===== src/hw/cpu_isa_pkg.sv =====
`default_nettype none

package cpu_isa_pkg;

  typedef logic [3:0] reg_idx_t;

  localparam reg_idx_t pc_reg = 4'd15;

  // ========================================================================
  // Instruction classes and operand encodings
  // ========================================================================

  typedef enum logic [2:0] {
    class_dataproc_imm     = 3'd0,
    class_dataproc_reg_imm = 3'd1,
    class_dataproc_reg_reg = 3'd2,
    class_load             = 3'd3,
    class_store            = 3'd4,
    class_none             = 3'd5
  } instr_class_e;

  typedef enum logic [1:0] {
    shift_lsl = 2'd0,
    shift_lsr = 2'd1,
    shift_asr = 2'd2,
    shift_ror = 2'd3
  } shift_e;

  // Data-processing opcode order, with one extra code for reversed subtract
  typedef enum logic [3:0] {
    alu_and     = 4'd0,
    alu_eor     = 4'd1,
    alu_sub     = 4'd2,
    alu_rsb     = 4'd3,
    alu_add     = 4'd4,
    alu_adc     = 4'd5,
    alu_sbc     = 4'd6,
    alu_rsc     = 4'd7,
    alu_tst     = 4'd8,
    alu_teq     = 4'd9,
    alu_cmp     = 4'd10,
    alu_cmn     = 4'd11,
    alu_orr     = 4'd12,
    alu_mov     = 4'd13,
    alu_sub_rev = 4'd14
  } alu_op_e;

  // ========================================================================
  // Decoded instruction word, 64 bits
  // ========================================================================

  typedef struct packed {
    instr_class_e instr_class;
    logic         condition_pass;
    reg_idx_t     rd;
    reg_idx_t     rn;
    reg_idx_t     rm;
    reg_idx_t     rs;
    alu_op_e      opcode;
    logic         set_flags;
    logic [7:0]   imm8;
    logic [3:0]   rotate;
    shift_e       shift_type;
    logic [4:0]   shift_amount;
    logic [11:0]  imm12;
    logic         p;
    logic         u;
    logic         b;
    logic         w;
    logic         i;
    logic [2:0]   reserved;
  } decoded_word_t;

  // Compare and test opcodes only update the flags
  function automatic logic alu_writes_rd(input alu_op_e op);
    return !(op inside {alu_tst, alu_teq, alu_cmp, alu_cmn});
  endfunction

endpackage

`default_nettype wire


===== src/hw/cpu_ctrl_pkg.sv =====
`default_nettype none

package cpu_ctrl_pkg;

  import cpu_isa_pkg::*;

  localparam int step_width        = 2;
  localparam int reset_flush_count = 3;

  // ========================================================================
  // Bus sources, writeback targets and flush phases
  // ========================================================================

  typedef enum logic [1:0] {
    addr_pc   = 2'd0,
    addr_incr = 2'd1,
    addr_alu  = 2'd2
  } addr_src_e;

  typedef enum logic [2:0] {
    bsrc_imm       = 3'd0,
    bsrc_reg_rm    = 3'd1,
    bsrc_reg_rs    = 3'd2,
    bsrc_reg_rd    = 3'd3,
    bsrc_read_data = 3'd4
  } b_src_e;

  typedef enum logic [1:0] {
    wb_none   = 2'd0,
    wb_reg_rd = 2'd1,
    wb_reg_rn = 2'd2
  } alu_wb_e;

  typedef enum logic [1:0] {
    flush_idle    = 2'd0,
    flush_load_pc = 2'd1,
    flush_fetch   = 2'd2,
    flush_refill  = 2'd3
  } flush_phase_e;

  // ========================================================================
  // Datapath control word, one per cycle
  // ========================================================================

  typedef struct packed {
    addr_src_e   addr_src;
    b_src_e      b_src;
    logic [11:0] b_imm;
    // Barrel shifter
    shift_e      shift_type;
    logic [4:0]  shift_amount;
    logic        shift_latch_amt;
    logic        shift_use_latch;
    logic        shift_use_rrx;
    // ALU
    alu_op_e     alu_op;
    alu_wb_e     alu_writeback;
    logic        alu_set_flags;
    logic        alu_latch_op_b;
    logic        alu_disable_op_b;
    logic        alu_use_op_b_latch;
    // Register reads of r15 see the prefetch offset
    logic        pc_rn_add_4;
    logic        pc_rm_add_4;
    logic        pc_rs_add_4;
    // Memory and fetch
    logic        mem_read_en;
    logic        mem_write_en;
    logic        mem_byte;
    logic        instr_fetch_en;
    logic        incr_writeback;
    logic        pipeline_advance;
  } control_t;

endpackage

`default_nettype wire


===== src/hw/instr_sequencer.sv =====
`timescale 1ns/1ps
`default_nettype none

module instr_sequencer
  import cpu_ctrl_pkg::*;
(
  input  logic                  clk,
  input  logic                  reset,
  input  logic                  flush_req,
  input  logic                  pipeline_advance,
  output logic [step_width-1:0] step,
  output flush_phase_e          flush_phase
);

  logic [1:0] flush_count;

  // Reset starts the full start-up flush, a request only the refill part
  always_ff @(posedge clk) begin
    if (reset) begin
      flush_count <= 2'(reset_flush_count);
    end else if (flush_req) begin
      flush_count <= 2'd1;
    end else if (flush_count != 2'd0) begin
      flush_count <= flush_count - 2'd1;
    end
  end

  always_comb begin
    case (flush_count)
      2'd3:    flush_phase = flush_load_pc;
      2'd2:    flush_phase = flush_fetch;
      2'd1:    flush_phase = flush_refill;
      default: flush_phase = flush_idle;
    endcase
  end

  // Step within the current instruction
  always_ff @(posedge clk) begin
    if (reset || pipeline_advance) begin
      step <= '0;
    end else begin
      step <= step + 1'b1;
    end
  end

endmodule

`default_nettype wire


===== src/hw/dataproc_ctrl.sv =====
`timescale 1ns/1ps
`default_nettype none

module dataproc_ctrl
  import cpu_isa_pkg::*;
  import cpu_ctrl_pkg::*;
(
  input  decoded_word_t         word,
  input  logic [step_width-1:0] step,
  output control_t              ctrl
);

  logic final_step;

  always_comb begin
    ctrl       = '0;
    final_step = 1'b0;

    case (word.instr_class)
      // Rotated 8-bit immediate, single cycle
      class_dataproc_imm: begin
        ctrl.b_src        = bsrc_imm;
        ctrl.b_imm        = {4'd0, word.imm8};
        ctrl.shift_type   = shift_ror;
        ctrl.shift_amount = {word.rotate, 1'b0};
        final_step        = 1'b1;
      end

      class_dataproc_reg_imm: begin
        ctrl.b_src        = bsrc_reg_rm;
        ctrl.shift_type   = word.shift_type;
        ctrl.shift_amount = word.shift_amount;
        // ror #0 encodes rrx
        ctrl.shift_use_rrx = (word.shift_type == shift_ror) && (word.shift_amount == 5'd0);
        final_step         = 1'b1;
      end

      // Step 0 reads rs into the shift latch, step 1 does the operation
      class_dataproc_reg_reg: begin
        if (step == 2'd0) begin
          ctrl.b_src           = bsrc_reg_rs;
          ctrl.shift_latch_amt = 1'b1;
          ctrl.pc_rs_add_4     = (word.rs == pc_reg);
        end else if (step == 2'd1) begin
          ctrl.b_src           = bsrc_reg_rm;
          ctrl.shift_type      = word.shift_type;
          ctrl.shift_use_latch = 1'b1;
          ctrl.pc_rn_add_4     = (word.rn == pc_reg);
          ctrl.pc_rm_add_4     = (word.rm == pc_reg);
          final_step           = 1'b1;
        end
      end

      default: ;
    endcase

    // The ALU result is only valid on the last step
    if (final_step) begin
      ctrl.alu_op           = word.opcode;
      ctrl.alu_set_flags    = word.set_flags;
      ctrl.alu_writeback    = alu_writes_rd(word.opcode) ? wb_reg_rd : wb_none;
      ctrl.pipeline_advance = 1'b1;
    end
  end

endmodule

`default_nettype wire


===== src/hw/load_store_ctrl.sv =====
`timescale 1ns/1ps
`default_nettype none

module load_store_ctrl
  import cpu_isa_pkg::*;
  import cpu_ctrl_pkg::*;
(
  input  decoded_word_t         word,
  input  logic [step_width-1:0] step,
  output control_t              ctrl
);

  logic    is_ls;
  logic    base_writeback;
  alu_op_e offset_op;

  assign is_ls          = (word.instr_class == class_load) || (word.instr_class == class_store);
  // Post-indexed always updates the base, pre-indexed only with w
  assign base_writeback = !word.p || word.w;
  assign offset_op      = word.u ? alu_add : alu_sub;

  always_comb begin
    ctrl = '0;

    if (is_ls) begin
      // ====================================================================
      // Step 0 computes the address
      // ====================================================================
      if (step == 2'd0) begin
        ctrl.alu_op   = offset_op;
        ctrl.addr_src = addr_alu;

        if (!word.i) begin
          ctrl.b_src = bsrc_imm;
          ctrl.b_imm = word.imm12;
        end else begin
          ctrl.b_src         = bsrc_reg_rm;
          ctrl.shift_type    = word.shift_type;
          ctrl.shift_amount  = word.shift_amount;
          ctrl.shift_use_rrx = (word.shift_type == shift_ror) && (word.shift_amount == 5'd0);
        end

        if (word.p) begin
          ctrl.alu_latch_op_b = word.w;
        end else begin
          // Post-indexed uses the bare base as address and keeps the offset
          ctrl.alu_disable_op_b = 1'b1;
          ctrl.alu_latch_op_b   = 1'b1;
        end

      // ====================================================================
      // Step 1 does the access and the base update
      // ====================================================================
      end else if (step == 2'd1) begin
        ctrl.alu_op   = offset_op;
        ctrl.mem_byte = word.b;
        ctrl.addr_src = addr_pc;

        if (base_writeback) begin
          ctrl.alu_use_op_b_latch = 1'b1;
          ctrl.alu_writeback      = wb_reg_rn;
        end

        if (word.instr_class == class_load) begin
          ctrl.mem_read_en = 1'b1;
        end else begin
          ctrl.mem_write_en     = 1'b1;
          ctrl.b_src            = bsrc_reg_rd;
          ctrl.pipeline_advance = 1'b1;
        end

      // Load only, read data passes through the ALU into rd
      end else if (step == 2'd2 && word.instr_class == class_load) begin
        ctrl.alu_op           = alu_mov;
        ctrl.b_src            = bsrc_read_data;
        ctrl.alu_writeback    = wb_reg_rd;
        ctrl.mem_byte         = word.b;
        ctrl.addr_src         = addr_pc;
        ctrl.pipeline_advance = 1'b1;
      end
    end
  end

endmodule

`default_nettype wire


===== src/hw/control_select.sv =====
`timescale 1ns/1ps
`default_nettype none

module control_select
  import cpu_isa_pkg::*;
  import cpu_ctrl_pkg::*;
(
  input  decoded_word_t word,
  input  flush_phase_e  flush_phase,
  input  logic          flush_req,
  input  control_t      dp_ctrl,
  input  control_t      ls_ctrl,
  output control_t      control_signals
);

  always_comb begin
    control_signals = '0;

    if (flush_phase == flush_load_pc) begin
      control_signals.addr_src = addr_pc;
    end else if (flush_phase == flush_fetch || flush_req) begin
      control_signals.instr_fetch_en = 1'b1;
      control_signals.incr_writeback = 1'b1;
      control_signals.addr_src       = addr_incr;
    end else if (flush_phase == flush_refill) begin
      control_signals.instr_fetch_en   = 1'b1;
      control_signals.incr_writeback   = 1'b1;
      control_signals.addr_src         = addr_pc;
      control_signals.pipeline_advance = 1'b1;
    end else if (!word.condition_pass) begin
      // Skipped instruction, just move on to the next one
      control_signals.instr_fetch_en   = 1'b1;
      control_signals.incr_writeback   = 1'b1;
      control_signals.addr_src         = addr_pc;
      control_signals.pipeline_advance = 1'b1;
    end else begin
      case (word.instr_class)
        class_dataproc_imm, class_dataproc_reg_imm, class_dataproc_reg_reg: begin
          control_signals = dp_ctrl;
          if (dp_ctrl.pipeline_advance) begin
            control_signals.instr_fetch_en = 1'b1;
            control_signals.incr_writeback = 1'b1;
            control_signals.addr_src       = addr_pc;
          end
        end

        class_load, class_store: begin
          control_signals = ls_ctrl;
          // Only the address step drives the address bus from the ALU
          if (ls_ctrl.addr_src == addr_alu) begin
            control_signals.instr_fetch_en = 1'b1;
            control_signals.incr_writeback = 1'b1;
          end
        end

        default: control_signals = '0;
      endcase
    end
  end

endmodule

`default_nettype wire


===== src/hw/control_unit.sv =====
`timescale 1ns/1ps
`default_nettype none

module control_unit
  import cpu_isa_pkg::*;
  import cpu_ctrl_pkg::*;
(
  input  logic          clk,
  input  logic          reset,
  input  decoded_word_t word,
  input  logic          flush_req,
  output control_t      control_signals
);

  logic [step_width-1:0] step;
  flush_phase_e          flush_phase;
  control_t              dp_ctrl;
  control_t              ls_ctrl;

  instr_sequencer instr_sequencer_inst (
    .clk              (clk),
    .reset            (reset),
    .flush_req        (flush_req),
    .pipeline_advance (control_signals.pipeline_advance),
    .step             (step),
    .flush_phase      (flush_phase)
  );

  dataproc_ctrl dataproc_ctrl_inst (
    .word (word),
    .step (step),
    .ctrl (dp_ctrl)
  );

  load_store_ctrl load_store_ctrl_inst (
    .word (word),
    .step (step),
    .ctrl (ls_ctrl)
  );

  control_select control_select_inst (
    .word            (word),
    .flush_phase     (flush_phase),
    .flush_req       (flush_req),
    .dp_ctrl         (dp_ctrl),
    .ls_ctrl         (ls_ctrl),
    .control_signals (control_signals)
  );

endmodule

`default_nettype wire


===== config.mk =====
export PLATFORM = sky130hd
export DESIGN_NAME = control_unit
export DESIGN_NICKNAME = d
export VERILOG_FILES = /design/src/hw/cpu_isa_pkg.sv /design/src/hw/cpu_ctrl_pkg.sv /design/src/hw/instr_sequencer.sv /design/src/hw/dataproc_ctrl.sv /design/src/hw/load_store_ctrl.sv /design/src/hw/control_select.sv /design/src/hw/control_unit.sv
export SDC_FILE = /design/constraint.sdc
export NUM_CORES = 1
export LEC_CHECK = 0
export BUFFER_PORTS_ARGS = -buffer_cell sky130_fd_sc_hd__buf_2
export CELL_PAD_IN_SITES_DETAIL_PLACEMENT = 1
export CELL_PAD_IN_SITES_GLOBAL_PLACEMENT = 1
export CORE_UTILIZATION = 20
export CTS_CLUSTER_DIAMETER = 120
export DETAILED_ROUTE_END_ITERATION = 6
export PLACE_DENSITY_LB_ADDON = 0.1
export SYNTH_ARGS = -nofsm -noshare
export SYNTH_HDL_FRONTEND = slang
export SYNTH_SLANG_ARGS = --single-unit

===== constraint.sdc =====
create_clock -name clk -period 1.9 [get_ports clk]
set_input_delay 0.095 -clock clk [delete_from_list [all_inputs] [get_ports clk]]
set_output_delay 0.095 -clock clk [all_outputs]
set_load 0.005 [all_outputs]

* After elaboration in Yosys (flattened, before gate mapping)
Index checks and enable logic that the tools add are counted.
** Cells by class
- Add/sub/neg operators :: 2
- Multipliers :: 0
- Divide/modulo/power cells :: 0
- $lt $le $gt $ge :: 0
- Eq/ne operators :: 21
- Shift operators :: 0
- Muxes and demuxes :: 75
- Bitwise logic cells :: 0
- Reduce and logical (&&, ||, !) cells :: 17
** Operator list (count)
- $mux W41 :: 3
- $pmux W46 S2 :: 1
- $mux W44 :: 1
- $mux W2 :: 19
- $mux W3 :: 10
- $eq A4 B4 Y1 const B :: 7
- $mux W1 :: 25
- $mux W24 :: 1
- $mux W7 :: 3
- $mux W19 :: 1
- $eq A2 B2 Y1 const B :: 7
- $mux W12 :: 1
- $mux W6 :: 2
- $pmux W2 S3 :: 2
- $pmux W5 S2 :: 1
- $mux W8 :: 1
- $eq A2 B1 Y1 const B :: 3
- $eq A3 B2 Y1 const B :: 2
- $pmux W3 S2 :: 1
- $reduce_or A2 Y1 :: 3
- $logic_not A5 Y1 :: 1
- $mux W5 :: 1
- $logic_or A1 B1 Y1 :: 4
- $mux W4 :: 1
- other kinds (12) :: 14
** Storage, ports and cells
- Bits in registers :: 4
- Bits in latches :: 0
- Bits in writable memories :: 0
- Bits in read-only memories :: 0
- Input port bits :: 67
- Output and inout port bits :: 46
- Word-level logic and storage cells :: 118
- Memories kept :: 0

* Logic depth before layout (Yosys ltp)
- Depth in word-level cells :: 14
- Depth in mapped cells :: 8
- Mapped depth without buffers :: 6

* By module
A second synthesis with hierarchy kept.
** Second synthesis, totals
- Cells, all modules :: 322
- Area, all modules :: 2082.0 um2
** Modules (own cells, without submodules)
- control_select :: instances 1, cells an instance 175, area each 999.7 um2, seq. area each 0.0 um2
- dataproc_ctrl :: instances 1, cells an instance 65, area each 452.9 um2, seq. area each 0.0 um2
- load_store_ctrl :: instances 1, cells an instance 65, area each 446.7 um2, seq. area each 0.0 um2
- instr_sequencer :: instances 1, cells an instance 17, area each 182.7 um2, seq. area each 80.1 um2

* Worst setup path after synthesis
No wires, ideal clock.
- Kind :: register -> output
- Start point :: register instr_sequencer_inst.step[0]
- End point :: output control_signals[0] (netlist bit)
- Arrival time :: 1536 ps
- Required time :: 1805 ps
- Slack :: 269 ps
- Cell stages (with the launch flop) :: 7
- Buffers on the path :: 1
- Cell sequence :: dfxtp_1 > inv_1 > ha_1 > or3b_2 > a21oi_1 > o31a_1 > buf_4
** On the way
- Cells in the longest elaborated chain, start to end :: 11
- Elaborated cells between the ends (all ways) :: 17
- Those cells by class :: eq/ne (2); mux (13); reduce/logical (2)
** Ends and longest elaborated chain
- from (decl) :: RTL line instr_sequencer.sv:11 : output logic [step_width-1:0] step,
- from (signal assigned) :: RTL line instr_sequencer.sv:42 : step <= step + 1'b1;
- $eq A2 B2 Y1 :: RTL line load_store_ctrl.sv:73 : end else if (step == 2'd2 && word.instr_class == class_load) begin
- $logic_and A1 B1 Y1 :: RTL line load_store_ctrl.sv:73
- $mux W1 :: RTL line load_store_ctrl.sv:73
- $mux W1 :: RTL line load_store_ctrl.sv:54 : end else if (step == 2'd1) begin
- $mux W1 :: RTL line load_store_ctrl.sv:29 : if (step == 2'd0) begin
- $mux W1 :: RTL line load_store_ctrl.sv:25 : if (is_ls) begin
- $pmux W46 S2 (*) :: RTL line control_select.sv:37 : case (word.instr_class)
- $mux W3 (*) :: RTL line control_select.sv:30 : end else if (!word.condition_pass) begin
- $mux W3 (*) :: RTL line control_select.sv:25 : end else if (flush_phase == flush_refill) begin
- $mux W1 (*) :: RTL line control_select.sv:21 : end else if (flush_phase == flush_fetch || flush_req) begin
- $mux W44 (*) :: RTL line control_select.sv:19 : if (flush_phase == flush_load_pc) begin
- to (decl) :: RTL line control_unit.sv:12 : output control_t control_signals
Every way passes the cells marked *; elsewhere a longest branch is shown, timed or not.

==> results.cfg <==
[cells_and_area]
seq_area_um2 = 85.1
final_nets = 324
multi_input_area_um2 = 865
drive_gt1_share_pct = 61.1
area_growth_pct = 74.9
antennaDiodeCount = 0
fill_cells = 654

[floorplanning]
start_util_pct = 20.8
io_pins = 113
fp.dieArea_um2 = 5240
die_width_um = 72.4
die_y_um = 72.4
coreArea_um2 = 4750
fp-row-count = 25

[clock_network]
clock_path_buffers = 2
cts_hold_buf = 0
cts_root_buf = clkbuf_8
cts_made_buffers = 3
numClockSinks = 4
cts_htree_levels = 1
clk_pin_slew_ns = 0.03
clock_latency_ns = 0.22
tritoncts = built

[logic_synthesis]
syn-instance-count = 143
ys_seq_elements = 4
ys_seq_area_share_pct = 8.08
synth-edff-count = 0
syn-num-nets = 213
yosys.cell_types.count = 40
avgSynthCellArea_um2 = 6.93
async_flop_share_pct = 0
synth_area_um2 = 991
synth_top_flop_cell = dfxtp_1
ys_warn_count = 0

[power]
pwr-share-seq_pct = 18.5
p_leak_uw = 0.000888
comb_power_share_pct = 49.4
p_int_uw = 369
p_per_area_nw_per_um2 = 325
p_total_uw = 563
pwr-share-clk_pct = 32.1
netSwitchingFraction_pct = 34.5
max-vdd-ir-drop_mv = 0.365
switchingPower_uw = 194

[hold_path]
min_path_cells = 2
hp-start = reset
whs_endpoint = instr_sequencer_inst.step[0]
hold_path.class = in2reg

[grt]
antenna_found_initial = 0
grt_pass1_wl_mm = 6.52
track_usage_pct = 15.6
grt_max_degree = 14
grt_pass1_vias = 1371
gr-total-overflow = 0

[sta]
clock_skew_ns = 0.00155
relSlewSlack_pct = 65.3
setup_tns_ns = 0
rsz0062_at_grt = true
slew_viol_final = 0
timing.fmax_ghz = 0.554
tightest_slew_ns = 0.517
setup_viol = 0
whs_ns = 0.0884
finalCriticalPeriod_ns = 1.81
finalHoldViolations = 0
finalCritPeriodShare_pct = 95.0

[setup_path]
path_class = reg2out
ff2ff_path_depth = 6
required_ns = 1.80
r2r_slack_ns = 0.36
rr_startpoint = instr_sequencer_inst.step[1]
worstPathMaxFanout = 3
startpoint_type = register
reg2reg_to = instr_sequencer_inst.step[1]
critPathCaptureType = output pin
worst_ep_arrival_time_ns = 1.71

[placement]
place.gp.congestion = 0.672
dp_hpwl_mm = 3.37
port_buffers = 105

[route]
top_layer_used = met4
wl_met1_mm = 1.75
antenna_left = 0
post_drt_wl_per_cell_um = 12.8
viasPerCell = 4.52
vias = 1441
firstDrtPassIters = 4
dr_wl_met3_um = 160
routed_wl_mm = 4.10
drc = 0
drt_iter0_drc = 34
wl_met2_mm = 2.17

[run_status]
status = finished clean

[flow_run]
cap_violations = 0
## power groups by stage
| stage | Clock (uW) | Sequential (uW) | Combinational (uW) |
|---|---|---|---|
| floorplan | 0 | 97.3 | 141 |
| global placement | 0 | 102 | 247 |
| detailed placement | 0 | 102 | 249 |
| CTS | 190 | 102 | 255 |
| global route | 192 | 106 | 310 |
| finish | 181 | 104 | 278 |
## cell usage in the layout (no fill, tap or decap), types with 4 or more instances in the layout
cell and instances:
nand2_1 6, nand3_1 4, nor2b_1 5, buf_4 11
a22oi_2 8, and3_1 10, nor2_2 6, nor2_1 28
a22oi_1 7, inv_1 4, buf_2 105, nor3_1 4
a21oi_1 6
## Yosys cell counts (2+ instances only)
| cell type | count | area (um^2) |
|---|---|---|
| o21ai_1 | 2 | 10.0 |
| ha_1 | 3 | 37.5 |
| buf_2 | 5 | 25.0 |
| and2_1 | 2 | 12.5 |
| nor2_1 | 28 | 105 |
| nand3_1 | 4 | 20.0 |
| nor3b_1 | 2 | 15.0 |
| nor2_2 | 6 | 37.5 |
| dfxtp_1 | 4 | 80.1 |
| a22oi_2 | 6 | 75.1 |
| a21oi_1 | 8 | 40.0 |
| nor4b_4 | 2 | 47.6 |
| and3_1 | 10 | 62.6 |
| nand2b_1 | 3 | 18.8 |
| buf_4 | 5 | 37.5 |
| a22oi_1 | 9 | 67.6 |
| nand4_1 | 3 | 18.8 |
| nor3_1 | 5 | 25.0 |
| inv_1 | 6 | 22.5 |
| nand2_1 | 6 | 22.5 |
| nor2b_1 | 5 | 31.3 |
## stage by stage
step                util (%)  setup WS, ns  std cells  instance area, um^2
global placement        33.8         0.144        314                 1610
CTS                     35.1      0.000785        317                 1670
detailed placement      33.8         0.106        314                 1610
floorplan                  -         0.269        143                  991
finish                  36.4        0.0943        319                 1730
global route            36.4       -0.0457        319                 1730
## cells by family (layout without fill, tap and decap cells)
| kind of cell | Yosys count | count (layout) | share of synthesized area [%] |
|---|---|---|---|
| adder cells (fa/ha/maj) | 3 | 3 | 3.79 |
| AO/OA/AOI/OAI | 34 | 34 | 28.5 |
| flip-flops | 4 | 4 | 8.08 |
| buffers and inverters | 18 | 127 | 10.2 |
| multiplexers | 1 | 1 | 1.01 |
| AND/OR/NAND/NOR | 83 | 83 | 48.4 |
## critical path, stage by stage, from the launching register on
cell	delay [ns]
dfxtp_2	0.34
inv_4	0.05
ha_4	0.17
or3b_2	0.45
a21oi_2	0.18
o31a_1	0.18
buf_2	0.13
## flip-flops by register name, indices dropped and copies added (netlist names)
| register | count |
|---|---|
| instr_sequencer_inst.flush_count | 2 |
| instr_sequencer_inst.step | 2 |
## routing by layer
layer / track usage [%] / vias up
met5: 0 / -
met4: 3.92 / 0
met3: 0.972 / 2
met2: 28.7 / 38
met1: 19.6 / 670
li1: - / 731
## final cells by class
cell class | instances | share of cell area, %
inverter | 6 | 1.59
sequential | 4 | 4.91
multi-input combinational | 121 | 49.9
timing repair buffer | 118 | 36.4
clock buffer | 3 | 2.38
tap | 67 | 4.84
## worst max path at each step
stage                                  from                   to  cells past startpoint
6_report       instr_sequencer_inst.step[1]   control_signals[0]                      6
3_3_place_gp   instr_sequencer_inst.step[0]   control_signals[0]                      6
3_5_place_dp   instr_sequencer_inst.step[0]   control_signals[0]                      6
5_1_grt        instr_sequencer_inst.step[1]  control_signals[26]                      9
2_1_floorplan  instr_sequencer_inst.step[0]   control_signals[0]                      6
4_1_cts        instr_sequencer_inst.step[0]  control_signals[27]                      8
## what timing repair did
item | CTS | global route
setup endpoints to repair | 23 | 27
setup buffers | 0 | 2
resized for setup | 7 | 13
pin swaps | 2 | 6
Note: power is estimated with default switching activity, not from simulation.
